**src/hw/raster_pkg.sv**
```systemverilog
package raster_pkg;

    // screen and scan timing
    localparam int unsigned SCREEN_W  = 32;    // active pixels per line
    localparam int unsigned SCREEN_H  = 24;    // active lines per frame
    localparam int unsigned H_TOTAL   = 40;    // line period incl. blanking
    localparam int unsigned V_TOTAL   = 28;    // frame period in lines
    localparam int unsigned PIX_COUNT = SCREEN_W * SCREEN_H;

    // widths
    localparam int unsigned FB_ADDR_W = 10;
    localparam int unsigned COORD_W   = 8;     // signed vertex coords
    localparam int unsigned POS_W     = 6;     // holds 0..H_TOTAL-1
    localparam int unsigned EDGE_W    = 19;
    localparam int unsigned DEPTH_W   = 8;     // smaller is nearer, all ones is far
    localparam int unsigned CIDX_W    = 4;
    localparam int unsigned CHAN_W    = 4;

    localparam int unsigned CLEAR_INDEX = 10;

    // 12-bit colours, red in the top nibble, then green, then blue
    localparam logic [3*CHAN_W-1:0] PALETTE [16] = '{
        12'h000,    // 0 black
        12'h123,
        12'h725,
        12'h085,
        12'ha53,
        12'h554,
        12'hccc,
        12'hffe,    // 7 near white
        12'hf05,
        12'hfa0,
        12'hfe2,    // 10 yellow, clear colour
        12'h0e3,
        12'h2af,
        12'h879,
        12'hf7a,
        12'hfca
    };

endpackage

```
**src/hw/palette_out.sv**
```systemverilog
`timescale 1ns/100ps

module palette_out
    import raster_pkg::*;
(
    input  logic                  clk_pix,
    input  logic                  i_reset,
    input  logic [CIDX_W-1:0]     i_cidx,     // one cycle behind i_x/i_y
    input  logic [POS_W-1:0]      i_x,
    input  logic [POS_W-1:0]      i_y,
    input  logic                  i_de,
    input  logic                  i_frame,
    output logic [POS_W-1:0]      o_sx,
    output logic [POS_W-1:0]      o_sy,
    output logic                  o_de,
    output logic                  o_frame,
    output logic [2*CHAN_W-1:0]   o_r,
    output logic [2*CHAN_W-1:0]   o_g,
    output logic [2*CHAN_W-1:0]   o_b
);

    logic [POS_W-1:0]    x_d1;
    logic [POS_W-1:0]    y_d1;
    logic                de_d1;
    logic                frame_d1;
    logic [3*CHAN_W-1:0] rgb;
    logic [CHAN_W-1:0]   red;
    logic [CHAN_W-1:0]   grn;
    logic [CHAN_W-1:0]   blu;

    assign rgb             = PALETTE[i_cidx];
    assign {red, grn, blu} = rgb;

    always_ff @(posedge clk_pix) begin
        if (i_reset) begin
            x_d1     <= '0;
            y_d1     <= '0;
            de_d1    <= 1'b0;
            frame_d1 <= 1'b0;
            o_sx     <= '0;
            o_sy     <= '0;
            o_de     <= 1'b0;
            o_frame  <= 1'b0;
            o_r      <= '0;
            o_g      <= '0;
            o_b      <= '0;
        end else begin
            x_d1     <= i_x;        // lines up with i_cidx
            y_d1     <= i_y;
            de_d1    <= i_de;
            frame_d1 <= i_frame;
            o_sx     <= x_d1;
            o_sy     <= y_d1;
            o_de     <= de_d1;
            o_frame  <= frame_d1;
            o_r      <= de_d1 ? {2{red}} : '0;   // 4 to 8 bits by doubling
            o_g      <= de_d1 ? {2{grn}} : '0;
            o_b      <= de_d1 ? {2{blu}} : '0;
        end
    end

endmodule

```
**config.mk**
```make
export PLATFORM = sky130hd
export DESIGN_NAME = palette_out
export DESIGN_NICKNAME = d
export VERILOG_FILES = /design/src/hw/raster_pkg.sv /design/src/hw/palette_out.sv
export SDC_FILE = /design/constraint.sdc
export NUM_CORES = 1
export LEC_CHECK = 0
export BUFFER_PORTS_ARGS = -buffer_cell sky130_fd_sc_hd__buf_2
export CAP_MARGIN = 10
export CORE_UTILIZATION = 35
export DETAILED_ROUTE_END_ITERATION = 10
export SLEW_MARGIN = 20
export SYNTH_ARGS = -nofsm -noshare
export SYNTH_HDL_FRONTEND = slang
export SYNTH_SLANG_ARGS = --single-unit
```
**constraint.sdc**
```tcl
create_clock -name clk_pix -period 1.3 [get_ports clk_pix]
set_input_delay 0.065 -clock clk_pix [delete_from_list [all_inputs] [get_ports clk_pix]]
set_output_delay 0.065 -clock clk_pix [all_outputs]
set_load 0.01 [all_outputs]
```
After elaboration in Yosys (flattened, before gate mapping)
Memory sizes are Yosys's and may differ from the RTL's.
Cells that the tools add are included.
{ "word_totals": {"output_inout_bits": 38, "ff_bits": 52, "wordCells": 18, "mem_bits_ro": 192, "memories": 1, "input_bits": 20} }
{ "memory_table": {"columns": ["name", "words", "word_bits", "read_ports", "rd_clocked_by_memory_dff", "wr", "line_no", "rtl"], "rows": [
  ["(no name shown)", 16, 12, 1, 0, 0, "palette_out.sv:31", "assign rgb = PALETTE[i_cidx];"]
]} }
{ "classes": {"reduce_logical": 1, "bitwise_logic": 2, "order_cmp": 1, "n_mux": 2} }
{ "op_table": {"columns": ["operator", "count"], "rows": [
  ["2-to-1 mux 12 bit", 2],
  [">= comparator 5 bit (second input constant)", 1],
  ["NOT 4 -> 5 bit", 1],
  ["OR reduction 2 bit", 1],
  ["NOT 1 bit", 1]
]} }

Longest topological paths before layout
Gate-level depths: netlist (run 1).
{ "depth": {"word_depth": 4, "ltp_mapped": 5, "mapped_depth_nobuf": 5} }

Least setup slack after synthesis (run 1)
No wires, ideal clock.
{ "synth_path": {"path_kind": "input to register", "startpoint": "input port i_cidx[0]", "endpoint": "register o_b[4]", "path_slack_ns": 0.238, "arrival_time_ns": 0.997, "setup_ns": 0.065, "n_path_buf": 0, "t_required_ns": 1.235, "path_stages": 4, "path_cell_list": "inv_1 ha_1 mux4_2 nor2_1"} }
{ "synth_between": {"elab_chain_len": 4} }
{ "synth_rtl": {"columns": ["item", "line_no", "rtl"], "rows": [
  ["start: declaration", "palette_out.sv:8", "input logic [CIDX_W-1:0] i_cidx,"],
  ["NOT 4 -> 5 bit (not written as such)", "palette_out.sv:31", null],
  ["memory read (16 x 12 bit)", null, null],
  ["2-to-1 mux 12 bit (not written as such) (2 in a row)", "palette_out.sv:31", null],
  ["end signal: assignment", "palette_out.sv:58", "o_b <= de_d1 ? {2{blu}} : '0;"],
  ["end: declaration", "palette_out.sv:19", "output logic [2*CHAN_W-1:0] o_b"]
]} }
Every way passes these cells. The select of a mux whose other input is x is not followed.
A chain may end at the register's enable or synchronous reset.

Worst setup path after layout (run 1)
Same ends and word-level chain as after synthesis.

==> results of run 1 <==
==> worst max-delay path by stage <==
| stage | start | to | slack (ps) | depth (start not counted) |
|---|---|---|---|---|
| finish | i_cidx[0] | o_b[4]$_SDFF_PP0_ | 300 | 5 |
| global route | i_cidx[0] | o_b[4]$_SDFF_PP0_ | 270 | 5 |
| CTS | i_cidx[0] | o_b[4]$_SDFF_PP0_ | 320 | 5 |
| detailed placement | i_cidx[0] | o_b[4]$_SDFF_PP0_ | 20 | 5 |
| global placement | i_cidx[0] | o_b[4]$_SDFF_PP0_ | 100 | 5 |
| floorplan | i_cidx[0] | o_b[4]$_SDFF_PP0_ | 240 | 4 |
==> placed cells by master (no fill, tap or decap), types with 3 or more instances in the layout <==
master / n
buf_2: 57
dfxtp_1: 40
nor2b_1: 27
dlygate4sd3_1: 11
a21oi_1: 9
nor2_1: 7
nand2_1: 7
ha_1: 7
o211ai_1: 5
clkbuf_8: 5
inv_1: 4
buf_4: 4
nand3_1: 3
a211o_1: 3
==> metrics by stage <==
| stage | worst slack, ps | util [%] | instances | total power [mW] |
|---|---|---|---|---|
| after floorplan | 238.0 | - | 140 | 1.478 |
| after global placement | 97.52 | 42.80 | 233 | 1.553 |
| final | 300.7 | 47.55 | 251 | 2.305 |
| after global routing | 268.1 | 47.55 | 251 | 2.449 |
| after CTS | 315.5 | 47.30 | 250 | 2.343 |
| after detailed placement | 17.39 | 42.80 | 233 | 1.564 |
==> layer usage <==
layer | vias to the layer above | wire length [µm] | global-route usage (%)
li1 | 555 | - | -
met1 | 487 | 1142 | 15.02
met2 | 34 | 1354 | 21.21
met3 | 4 | 125 | 5.137
met4 | 0 | 43 | 7.181
met5 | - | 0 | 0
==> logic make-up (layout without fill, tap and decap cells) <==
| family | count (synthesis) | in the layout | synth area share [%] |
|---|---|---|---|
| AOI/OAI and AO/OA | 19 | 19 | 8.581 |
| buffers and inverters | 24 | 85 | 10.45 |
| DFF | 40 | 40 | 54.38 |
| adders and majority gates | 7 | 7 | 5.947 |
| muxes | 3 | 3 | 2.974 |
| and+or+nand+nor | 47 | 47 | 17.67 |
==> power groups by stage <==
stage	registers [mW]	clock network, mW	logic (mW)
floorplan	1.33	0	0.146
global placement	1.32	0	0.238
detailed placement	1.32	0	0.246
CTS	1.29	0.783	0.271
global route	1.29	0.855	0.301
finish	1.29	0.747	0.270
==> flip-flops by register name, summed over array words and instances (netlist names) <==
name / count
x_d1: 6
o_sx: 6
o_g: 4
y_d1: 6
frame_d1: 1
de_d1: 1
o_frame: 1
o_sy: 6
o_b: 4
o_r: 4
o_de: 1
==> what timing repair did <==
item | CTS | global route
hold buffers | 10 | 1
setup buffers | 0 | 0
hold endpoints to repair | 10 | 1
==> worst max-delay path, delay by kind of cell <==
kind	cells	cell delay, ps
adder cells (fa/ha/maj)	1	380
buffers and inverters	2	160
multiplexers	1	490
AND/OR/NAND/NOR	1	100
==> layout make-up <==
type                    count  area, µm²  share of cell area [%]
clock buffers               5      68.82                   3.592
clock inverters             2      12.51                  0.6532
inverters                   6      27.53                   1.437
multi-input cells          76      518.0                   27.04
flip-flops and latches     40      800.8                   41.80
well taps                  50      62.56                   3.266
repair buffers             72      425.4                   22.21
==> impl_summary.log, run 1 <==
[metrics] leakage power of the design: between 0.9 and 1 nW
[metrics] core area: 0.004029 mm²
[metrics] effective utilization at floorplan: between 30% and 40%
[metrics] number of clock sinks: 40
[metrics] Pwr Density: around 1200 mW/mm²
[metrics] max-cap violations: 0
[metrics] Pre-antenna DRT Iters: 4
[metrics] DRC violations left: 0
[metrics] global-route wire length before repair: 4243 µm
[metrics] category of the worst setup path launch point: input pin
[metrics] buffer depth of the longest clock path: 2
[metrics] Hold/Removal Path Class: in -> reg
[metrics] Routed wire per std cell: 10.62 µm
[metrics] maximum fanout along the worst path: 6
[metrics] launch instance of the worst register-to-register path: de_d1$_SDFF_PP0_
[metrics] internal power of the cells: approximately 1.8 mW
[metrics] worst path arrival time: 1210 ps
[metrics] via count of the first global-routing pass: between 900 and 1000
[metrics] post-route fraction of the period consumed by the critical path: between 70% and 80%
[metrics] Slew Limit Headroom: approximately 71%
[metrics] IO Port Bufs: 57
[metrics] transition time at the pin with the least slew margin: 430.2 ps
[metrics] Hold Crit Endpoint: x_d1[1]$_SDFF_PP0_
[metrics] dominant cell by count in the synthesized netlist: dfxtp_1
[metrics] clock tree root driver cell: clkbuf_8
[metrics] total global-route track usage: around an eighth
[metrics] Routability Congestion: roughly 0.89
[metrics] warning count from the yosys run: 0
[metrics] leading post-synthesis cells by cell area: dfxtp_1 (54%), nor2b_1 (11%), buf_4 (6.6%)
[metrics] minimum period implied by the final worst setup slack: 999.3 ps
[metrics] cell with the biggest individual delay on the critical path: mux4_2
[metrics] number of placement rows: 23
[metrics] detailed placement HPWL: approximately 1900 µm
[metrics] top cell type's share of synthesized area: between 50 and 60%
[metrics] total negative slack for setup checks: 0 ps
[metrics] Peak Freq: about 1000 MHz
[metrics] top cell types by occurrence after synthesis: dfxtp_1 (40), nor2b_1 (27), buf_4 (13)
[metrics] clock transition at the registers of the reported paths: about 70 ps
[metrics] Total Routed Length: between 2000 and 3000 µm
[metrics] DRT iter0 DRCs: 20
[metrics] status: finished, final reports clean
[metrics] instance area after placement: 0.001724 mm²
[metrics] area of all placed cells without fillers: 0.001916 mm²
[metrics] final-layout worst hold slack: around 12 ps
[metrics] asr flop ratio synth: 0%
[metrics] largest voltage drop on the vdd net: 0.7060 mV
[metrics] share of total power in sequential cells: between 50% and 60%
[metrics] initial antenna violation count: 0
[metrics] CP Class: in -> reg
[metrics] total setup violations reported at the end of the flow: 0
[metrics] setup repair after global routing missed its margin: no
[metrics] endpoint of the worst-slack reg-to-reg timing path: o_b[3]$_SDFF_PP0_
[metrics] internal reg-to-reg setup slack: between 300 and 400 ps
[metrics] DRT antenna net count: 0
[metrics] Synth cell types: 23
[metrics] type of destination of the critical path: flop
[metrics] post-synthesis instance total: 140
[metrics] count of flip-flops with a built-in enable after synthesis: 0
[metrics] Clk pwr share: 32.4%
[metrics] fraction of the yosys area taken by sequential cells: 54.38%
[metrics] clock insertion delay at the later pin of the skew report: approximately 280 ps
[metrics] CTS H-tree lvls: 2
[metrics] number of max-slew violations in the final report: 0
[metrics] Synth Register Bits: 40
[metrics] total nets after synthesis: 167
[metrics] I/O pin count: 58
[metrics] post-synthesis area per instance: about 11 µm²
[metrics] hold depth: 2
[metrics] fraction of final layout cells with drive strength greater than 1: between 30% and 40%
[metrics] Final Hold Violating Endpoints: 0
[metrics] Via density: 4.303
[metrics] PostCTS Resize Cnt: 0
[metrics] die outline height: 66.87 µm
[metrics] reported net switching power: between 0.5 and 0.6 mW
[metrics] die footprint: between 0.004 and 0.005 mm²
[metrics] Worst Path Required: around 1500 ps
[metrics] launch instance of the worst min-delay path: i_x[1]
[metrics] Post-layout nets: 228
[metrics] Critical Path, Cell by Cell: buf_2 > inv_1 > ha_1 > mux4_2 > nor2_1
[metrics] Combinational Power Share: between 10% and 20%
[metrics] Main synth FF type: dfxtp_1
[metrics] layout overhead on the synthesized area: 30.08%
[metrics] Syn Std Cell Area: around 0.0015 mm²
[metrics] die width: ~67 µm
[metrics] largest net degree at the start of global routing: 28
[metrics] cts bufs inserted: 5
[metrics] share of total power consumed by net switching: between 20% and 30%
[metrics] fill cell instance count of the final layout: 420
[metrics] CTS tree: built
[metrics] Worst Reg2Reg Path Length in Cells: 4
[metrics] Slowest Stage Delay on Critical Path: slightly below 500 ps
[metrics] library cell with the largest summed area after synthesis: dfxtp_1
[metrics] grt ovf: 0
[metrics] maximum clock skew at final layout: 8.229 ps
[metrics] Inserted Diodes: 0
[metrics] DR vias: ~1100
(Power assumes the default switching activity.)
==> inputs of run 2 (changes only) <==
==> constraint.sdc (replaced) <==
create_clock -name clk_pix -period 0.8 [get_ports clk_pix]
set_input_delay 0.04 -clock clk_pix [delete_from_list [all_inputs] [get_ports clk_pix]]
set_output_delay 0.04 -clock clk_pix [all_outputs]
set_load 0.01 [all_outputs]
==> run 2 against run 1 <==
Highest routed layer unchanged. Total power up 68%. Combinational power is 100% higher. First-iteration DRC count up 30%. Non-clock buffer count grew 15. Utilization up 6.1 points. The run now ends with hold timing, setup timing left. Worst setup slack got worse by 310 ps. Via count up 7.3%. Final area rose by 13%.
==> impl_summary.log, run 2 (synthesis results as in run 1) <==
[metrics] status: finished, violations left
[metrics] violated checks: hold timing, setup timing
[metrics] Worst Reg2Reg Path Length in Cells: 3 (-1)
[metrics] detailed placement HPWL: 2202 µm (+14%)
[metrics] post-route fraction of the period consumed by the critical path: 101.0%
[metrics] DRT iter0 DRCs: 26 (+30%)
[metrics] number of clock sinks: 40 (unchanged)
[metrics] number of max-slew violations in the final report: 0 (unchanged)
[metrics] clock transition at the registers of the reported paths: 70 ps (about the same)
[metrics] CP Class: in -> reg
[metrics] endpoint of the worst-slack reg-to-reg timing path: o_g[6]$_SDFF_PP0_
[metrics] CTS H-tree lvls: 2 (unchanged)
[metrics] DR vias: 1159 (+7.3%)
[metrics] max-cap violations: 0 (unchanged)
[metrics] setup repair after global routing missed its margin: yes
[metrics] Slowest Stage Delay on Critical Path: 460 ps (-30 ps)
[metrics] cell with the biggest individual delay on the critical path: mux4_2
[metrics] Final Hold Violating Endpoints: 1 (+1)
[metrics] final-layout worst hold slack: -3.877 ps (-15.77 ps)
[metrics] worst path arrival time: 1020 ps (-190 ps)
[metrics] Inserted Diodes: 0 (unchanged)
[metrics] global-route wire length before repair: 4781 µm (+13%)
[metrics] DRT antenna net count: 0 (unchanged)
[metrics] Pre-antenna DRT Iters: 4 (unchanged)
[metrics] commonest non-fill, non-tap cells in the layout: buf_2 (46), dfxtp_1 (28), nor2b_1 (27), buf_4 (17)
[metrics] die width: 66.87 µm (unchanged)
[metrics] effective utilization at floorplan: 36.55% (unchanged)
[metrics] Hold/Removal Path Class: in -> reg
[metrics] number of placement rows: 23 (unchanged)
[metrics] die footprint: 0.004471 mm² (unchanged)
[metrics] leakage power of the design: 1.028 nW (+9.1%)
[metrics] launch instance of the worst min-delay path: i_y[4]
[metrics] most common cell after layout, fill and taps aside: buf_2
[metrics] fraction of final layout cells with drive strength greater than 1: 50.00% (+13 points)
[metrics] Slew Limit Headroom: 82.42% (+11 points)
[metrics] CTS tree: built
[metrics] DRC violations left: 0 (unchanged)
[metrics] type of destination of the critical path: flop
[metrics] minimum period implied by the final worst setup slack: 808.0 ps
[metrics] category of the worst setup path launch point: input pin
[metrics] Routability Congestion: 0.8837 (-0.18%)
[metrics] hold depth: 2 (unchanged)
[metrics] Critical Path, Cell by Cell: buf_8 > clkinvlp_4 > ha_4 > mux4_2 > nor2_1
[metrics] Routed wire per std cell: 11.65 µm (+9.7%)
[metrics] Via density: 4.357 (+1.3%)
[metrics] internal reg-to-reg setup slack: 40 ps (-330 ps)
[metrics] grt ovf: 0 (unchanged)
[metrics] I/O pin count: 58 (unchanged)
[metrics] Worst Path Required: 1010 ps (-500 ps)
[metrics] maximum fanout along the worst path: 4 (-2)
[metrics] worst slack at placement: -370.7 ps (-388.1 ps)
[metrics] post-CTS setup repair buffer count: 0 (unchanged)
[metrics] total global-route track usage: 14.32% (+1.1 points)
[metrics] Post-layout nets: 243 (+6.6%)
[metrics] total negative slack for setup checks: -8.004 ps (-8.004 ps)
[metrics] Pwr Density: 1796 mW/mm² (+49%)
[metrics] cts bufs inserted: 5 (unchanged)
[metrics] Total Routed Length: 3098 µm (+16%)
[metrics] core area: 0.004029 mm² (unchanged)
[metrics] clock tree root driver cell: clkbuf_8
[metrics] Peak Freq: between 1000 and 1500 MHz
[metrics] via count of the first global-routing pass: 1147 (+17%)
[metrics] PnR Total Power: 3.884 mW (+68%)
[metrics] worst path setup slack after routing: -8.004 ps (-308.7 ps)
[metrics] fill cell instance count of the final layout: 383 (-8.8%)
[metrics] total setup violations reported at the end of the flow: 1 (+1)
[metrics] buffer depth of the longest clock path: 2 (unchanged)
[metrics] launch instance of the worst register-to-register path: de_d1$_SDFF_PP0_
[metrics] transition time at the pin with the least slew margin: 263.7 ps (-166.5 ps)
[metrics] die outline height: 66.87 µm (unchanged)
[metrics] end-of-flow core utilization: 53.66% (+6.1 points)
[metrics] Hold Crit Endpoint: y_d1[4]$_SDFF_PP0_
[metrics] clock insertion delay at the later pin of the skew report: 280 ps (about the same)
[metrics] largest voltage drop on the vdd net: 1.236 mV (+75%)
[metrics] initial antenna violation count: 0 (unchanged)
[metrics] maximum clock skew at final layout: 5.596 ps (-2.633 ps)
[metrics] layout overhead on the synthesized area: 46.81%
[metrics] total area of multi-input combinational cells: 551.8 µm² (+6.5%)
[metrics] IO Port Bufs: 57 (unchanged)
[metrics] largest net degree at the start of global routing: 28 (unchanged)
[metrics] Sequential Area: 815.8 µm² (+1.9%)
[run 2: cell count changes in the layout (fill, tap and decap cells not counted), sizes merged]
cell	previous run	this run
buf	61	75
inv	6	5
dlygate4sd3	11	12
clkinvlp	1	2
[run 2: worst max-delay path by stage]
stage	depth (start not counted)	to	slack, ps	from
6_report	5	o_b[4]$_SDFF_PP0_	-8	i_cidx[1]
5_1_grt	5	o_b[4]$_SDFF_PP0_	-20	i_cidx[1]
4_1_cts	5	o_b[4]$_SDFF_PP0_	-40	i_cidx[1]
3_5_place_dp	5	o_b[4]$_SDFF_PP0_	-370	i_cidx[0]
3_3_place_gp	5	o_b[4]$_SDFF_PP0_	-310	i_cidx[0]
2_1_floorplan	4	o_b[4]$_SDFF_PP0_	-180	i_cidx[0]
[run 2: metal layers]
layer / part of all wire [%] / track usage (%)
met2: 52 / 26.39
met1: 42 / 15.17
met5: 0 / 0
met3: 5.4 / 3.596
met4: 0.87 / 6.117
[run 2: worst max-delay path, delay by kind of cell]
family,cells,cell delay (ps)
adders and majority gates,1,240
buffers and inverters,2,190
muxes,1,460
and+or+nand+nor,1,100
[run 2: repair_timing]
action / 4_1_cts / 5_1_grt
endpoints found under the setup margin: 4 / 30
pin swaps: 2 / 3
hold buffers: 12 / 0
gates resized for setup: 6 / 28
endpoints found under the hold margin: 12 / 0
cloned: 0 / 1
[run 2: per-stage QoR]
step                area, µm²  cells
finish                   2162    266
global route             2162    266
CTS                      2057    265
detailed placement       1838    246
global placement         1838    246
floorplan                1489    140
[run 2: cell type report]
cell class	instances	area share [%]
tap	50	2.894
timing repair buffer	87	28.53
inverter	6	1.563
multi-input combinational	76	25.52
clock inverter	2	0.5787
sequential	40	37.73
clock buffer	5	3.183
[run 2: report_power, final]
group          switching, mW  leakage [nW]  internal (mW)
combinational          0.250         0.653          0.302
clock                  0.640        0.0400          0.590
sequential            0.0241         0.334           2.08
total                  0.914          1.03           2.97
==> inputs of run 3 (changes only) <==
--- a/config.mk
+++ b/config.mk
@@ -9,7 +9,9 @@
 export CAP_MARGIN = 10
 export CORE_UTILIZATION = 35
 export DETAILED_ROUTE_END_ITERATION = 10
+export REMOVE_ABC_BUFFERS = 1
 export SLEW_MARGIN = 20
 export SYNTH_ARGS = -nofsm -noshare
 export SYNTH_HDL_FRONTEND = slang
 export SYNTH_SLANG_ARGS = --single-unit
+export TNS_END_PERCENT = 20
==> run 3 against run 2 <==
The run now ends clean. First-iteration DRC count rose by 23%. Clock-buffer cell count rose by 1. Register-to-register slack got worse by 20 ps. Critical path depth fell by 4. Clock skew barely moved. Sequential power barely moved. Largest cell class unchanged.
==> impl_summary.log, run 3 (synthesis results as in run 1) <==
[metrics] status: finished, final reports clean
[metrics] maximum clock skew at final layout: 6.092 ps (+0.4955 ps)
[metrics] critical path depth: 1 (-4)
[metrics] area of all placed cells without fillers: 0.002115 mm² (-2.2%)
[metrics] IO Port Bufs: 57 (unchanged)
[metrics] PnR Total Power: 4.331 mW (+12%)
[metrics] Total Routed Length: 3047 µm (-1.6%)
[metrics] global-route wire length before repair: 4774 µm (-0.15%)
[metrics] launch instance of the worst register-to-register path: de_d1$_SDFF_PP0_
[metrics] DRC violations left: 0 (unchanged)
[metrics] fraction of final layout cells with drive strength greater than 1: 50.23% (+0.23 points)
[metrics] Worst Reg2Reg Path Length in Cells: 3 (unchanged)
[metrics] CTS tree: built
[metrics] max-cap violations: 0 (unchanged)
[metrics] total setup violations reported at the end of the flow: 0 (-1)
[metrics] filler-free cell count of the finished design: 265 (-0.38%)
[metrics] Slew Limit Headroom: 82.67% (+0.25 points)
[metrics] hold depth: 2 (unchanged)
[metrics] worst slack at placement: -335.6 ps (+35.08 ps)
[metrics] launching instance or port of the critical path: o_r[6]$_SDFF_PP0_
[metrics] share of total power consumed by net switching: 22.17% (-1.4 points)
[metrics] CP Class: reg -> out
[metrics] Worst Path Required: 760 ps (-250 ps)
[metrics] internal power of the cells: 3.371 mW (+14%)
[metrics] most common cell after layout, fill and taps aside: buf_2
[metrics] post-route fraction of the period consumed by the critical path: 97.65% (-3.4 points)
[metrics] maximum fanout along the worst path: 2 (-2)
[metrics] clock transition at the registers of the reported paths: 80 ps (about the same)
[metrics] Via density: 4.370 (+0.29%)
[metrics] Hold/Removal Path Class: in -> reg
[metrics] Critical Path, Cell by Cell: buf_2
[metrics] instance area after placement: 0.001807 mm² (-1.7%)
[metrics] largest net degree at the start of global routing: 28 (unchanged)
[metrics] grt ovf: 0 (unchanged)
[metrics] DR vias: 1158 (-0.086%)
[metrics] endpoint of the worst-slack reg-to-reg timing path: o_r[5]$_SDFF_PP0_
[metrics] Slowest Stage Delay on Critical Path: 330 ps (-130 ps)
[metrics] worst path arrival time: 740 ps (-280 ps)
[metrics] CTS H-tree lvls: 2 (unchanged)
[metrics] cell with the biggest individual delay on the critical path: dfxtp_2
[metrics] transition time at the pin with the least slew margin: 259.9 ps (-3.779 ps)
[metrics] DRT antenna net count: 0 (unchanged)
[metrics] DRT iter0 DRCs: 32 (+23%)
[metrics] setup repair after global routing missed its margin: yes
[metrics] number of placement rows: 23 (unchanged)
[metrics] Routability Congestion: 0.8897 (+0.68%)
[metrics] effective utilization at floorplan: 36.55% (unchanged)
[metrics] commonest non-fill, non-tap cells in the layout: buf_2 (57), nor2b_1 (27), dfxtp_1 (27), buf_4 (15), dfxtp_2 (13)
[metrics] I/O pin count: 58 (unchanged)
[metrics] detailed placement HPWL: 2126 µm (-3.4%)
[metrics] Post-layout nets: 241 (-0.82%)
[metrics] Routed wire per std cell: 11.50 µm (-1.3%)
[metrics] number of clock sinks: 40 (unchanged)
[metrics] die footprint: 0.004471 mm² (unchanged)
[metrics] minimum period implied by the final worst setup slack: 781.2 ps (-26.84 ps)
[metrics] family of cells with the greatest summed delay on the critical path: flip-flops
[metrics] leakage power of the design: 1.034 nW (+0.58%)
[metrics] total negative slack for setup checks: 0 ps (+8.004 ps)
[metrics] post-CTS setup repair buffer count: 0 (unchanged)
[metrics] category of the worst setup path launch point: flop
[metrics] internal reg-to-reg setup slack: 20 ps (-20 ps)
[metrics] total global-route track usage: 14.29% (-0.026 points)
[metrics] core area: 0.004029 mm² (unchanged)
[metrics] Final Hold Violating Endpoints: 0 (-1)
[metrics] placed cells: 244 (-0.81%)
[metrics] Combinational Power Share: 12.0% (-2.2 points)
[metrics] clock insertion delay at the later pin of the skew report: 280 ps (about the same)
[metrics] layout overhead on the synthesized area: 43.59%
[metrics] Pre-antenna DRT Iters: 4 (unchanged)
[metrics] die width: 66.87 µm (unchanged)
[metrics] initial antenna violation count: 0 (unchanged)
[metrics] worst path setup slack after routing: 18.83 ps (+26.84 ps)
[metrics] share of total power in sequential cells: 48.5% (-5.6 points)
[metrics] Peak Freq: 1280 MHz (+3.4%)
[metrics] number of max-slew violations in the final report: 0 (unchanged)
[metrics] die outline height: 66.87 µm (unchanged)
[metrics] Hold Crit Endpoint: x_d1[3]$_SDFF_PP0_
[metrics] cts bufs inserted: 5 (unchanged)
[metrics] final-layout worst hold slack: 2.562 ps (+6.439 ps)
[metrics] end-of-flow core utilization: 52.48% (-1.2 points)
[metrics] Clk pwr share: 39.5% (+7.8 points)
[metrics] clock tree root driver cell: clkbuf_8
[metrics] Inserted Diodes: 0 (unchanged)
[metrics] largest voltage drop on the vdd net: 1.362 mV (+10%)
[metrics] type of destination of the critical path: output port
[metrics] Crit path buffers/inverters: 1 (-1)
[metrics] reported net switching power: 0.9599 mW (+5.0%)
[metrics] via count of the first global-routing pass: 1117 (-2.6%)
[metrics] buffer depth of the longest clock path: 2 (unchanged)
[metrics] launch instance of the worst min-delay path: i_x[3]
[metrics] Pwr Density: 2048 mW/mm² (+14%)
run 3: cell types whose count changed in the layout (fill, tap and decap cells not counted), sizes merged:
| cell | previous run | this run |
|---|---|---|
| buf | 75 | 73 |
| bufinv | 0 | 1 |
| clkbuf | 5 | 6 |
| clkinvlp | 2 | 0 |
| inv | 5 | 6 |
run 3: cell type report:
class                   instances  area (µm²)
clock buffers                   6       82.58
clock inverters                 2       38.79
fillers                       366        1914
inverters                       6       32.53
multi-input cells              76       551.8
flip-flops and latches         40       817.0
well taps                      50       62.56
repair buffers                 85       529.3
run 3: worst max path at each step:
| stage | to | slack [ps] |
|---|---|---|
| 6_report | o_r[2] | 20 |
| 5_1_grt | o_r[2] | -10 |
| 4_1_cts | o_r[1] | 0.6 |
| 3_5_place_dp | o_b[4]$_SDFF_PP0_ | -340 |
| 3_3_place_gp | o_g[3]$_SDFF_PP0_ | -300 |
| 2_1_floorplan | o_b[4]$_SDFF_PP0_ | -240 |
run 3: layer usage:
metal  GRT usage (%)  wire (µm)  vias up
li1                -          -      581
met1           15.51       1295      542
met2           25.76       1589       31
met3           3.082        109        4
met4           7.181         52        0
met5               0          0        -
run 3: power by group through the flow:
stage / sequential, mW / clock (mW) / combinational, mW
after floorplan: 2.18 / 0 / 0.163
after global placement: 2.14 / 0 / 0.431
after detailed placement: 2.14 / 0 / 0.444
after CTS: 2.10 / 1.75 / 0.505
after global routing: 2.11 / 1.83 / 0.570
final: 2.10 / 1.71 / 0.521
run 3: what timing repair did:
action,CTS,global route
pin swaps,2,1
gates resized for setup,9,16
hold buffers,12,0
endpoints found under the setup margin,14,34
hold endpoints to repair,12,0
gates cloned,0,1
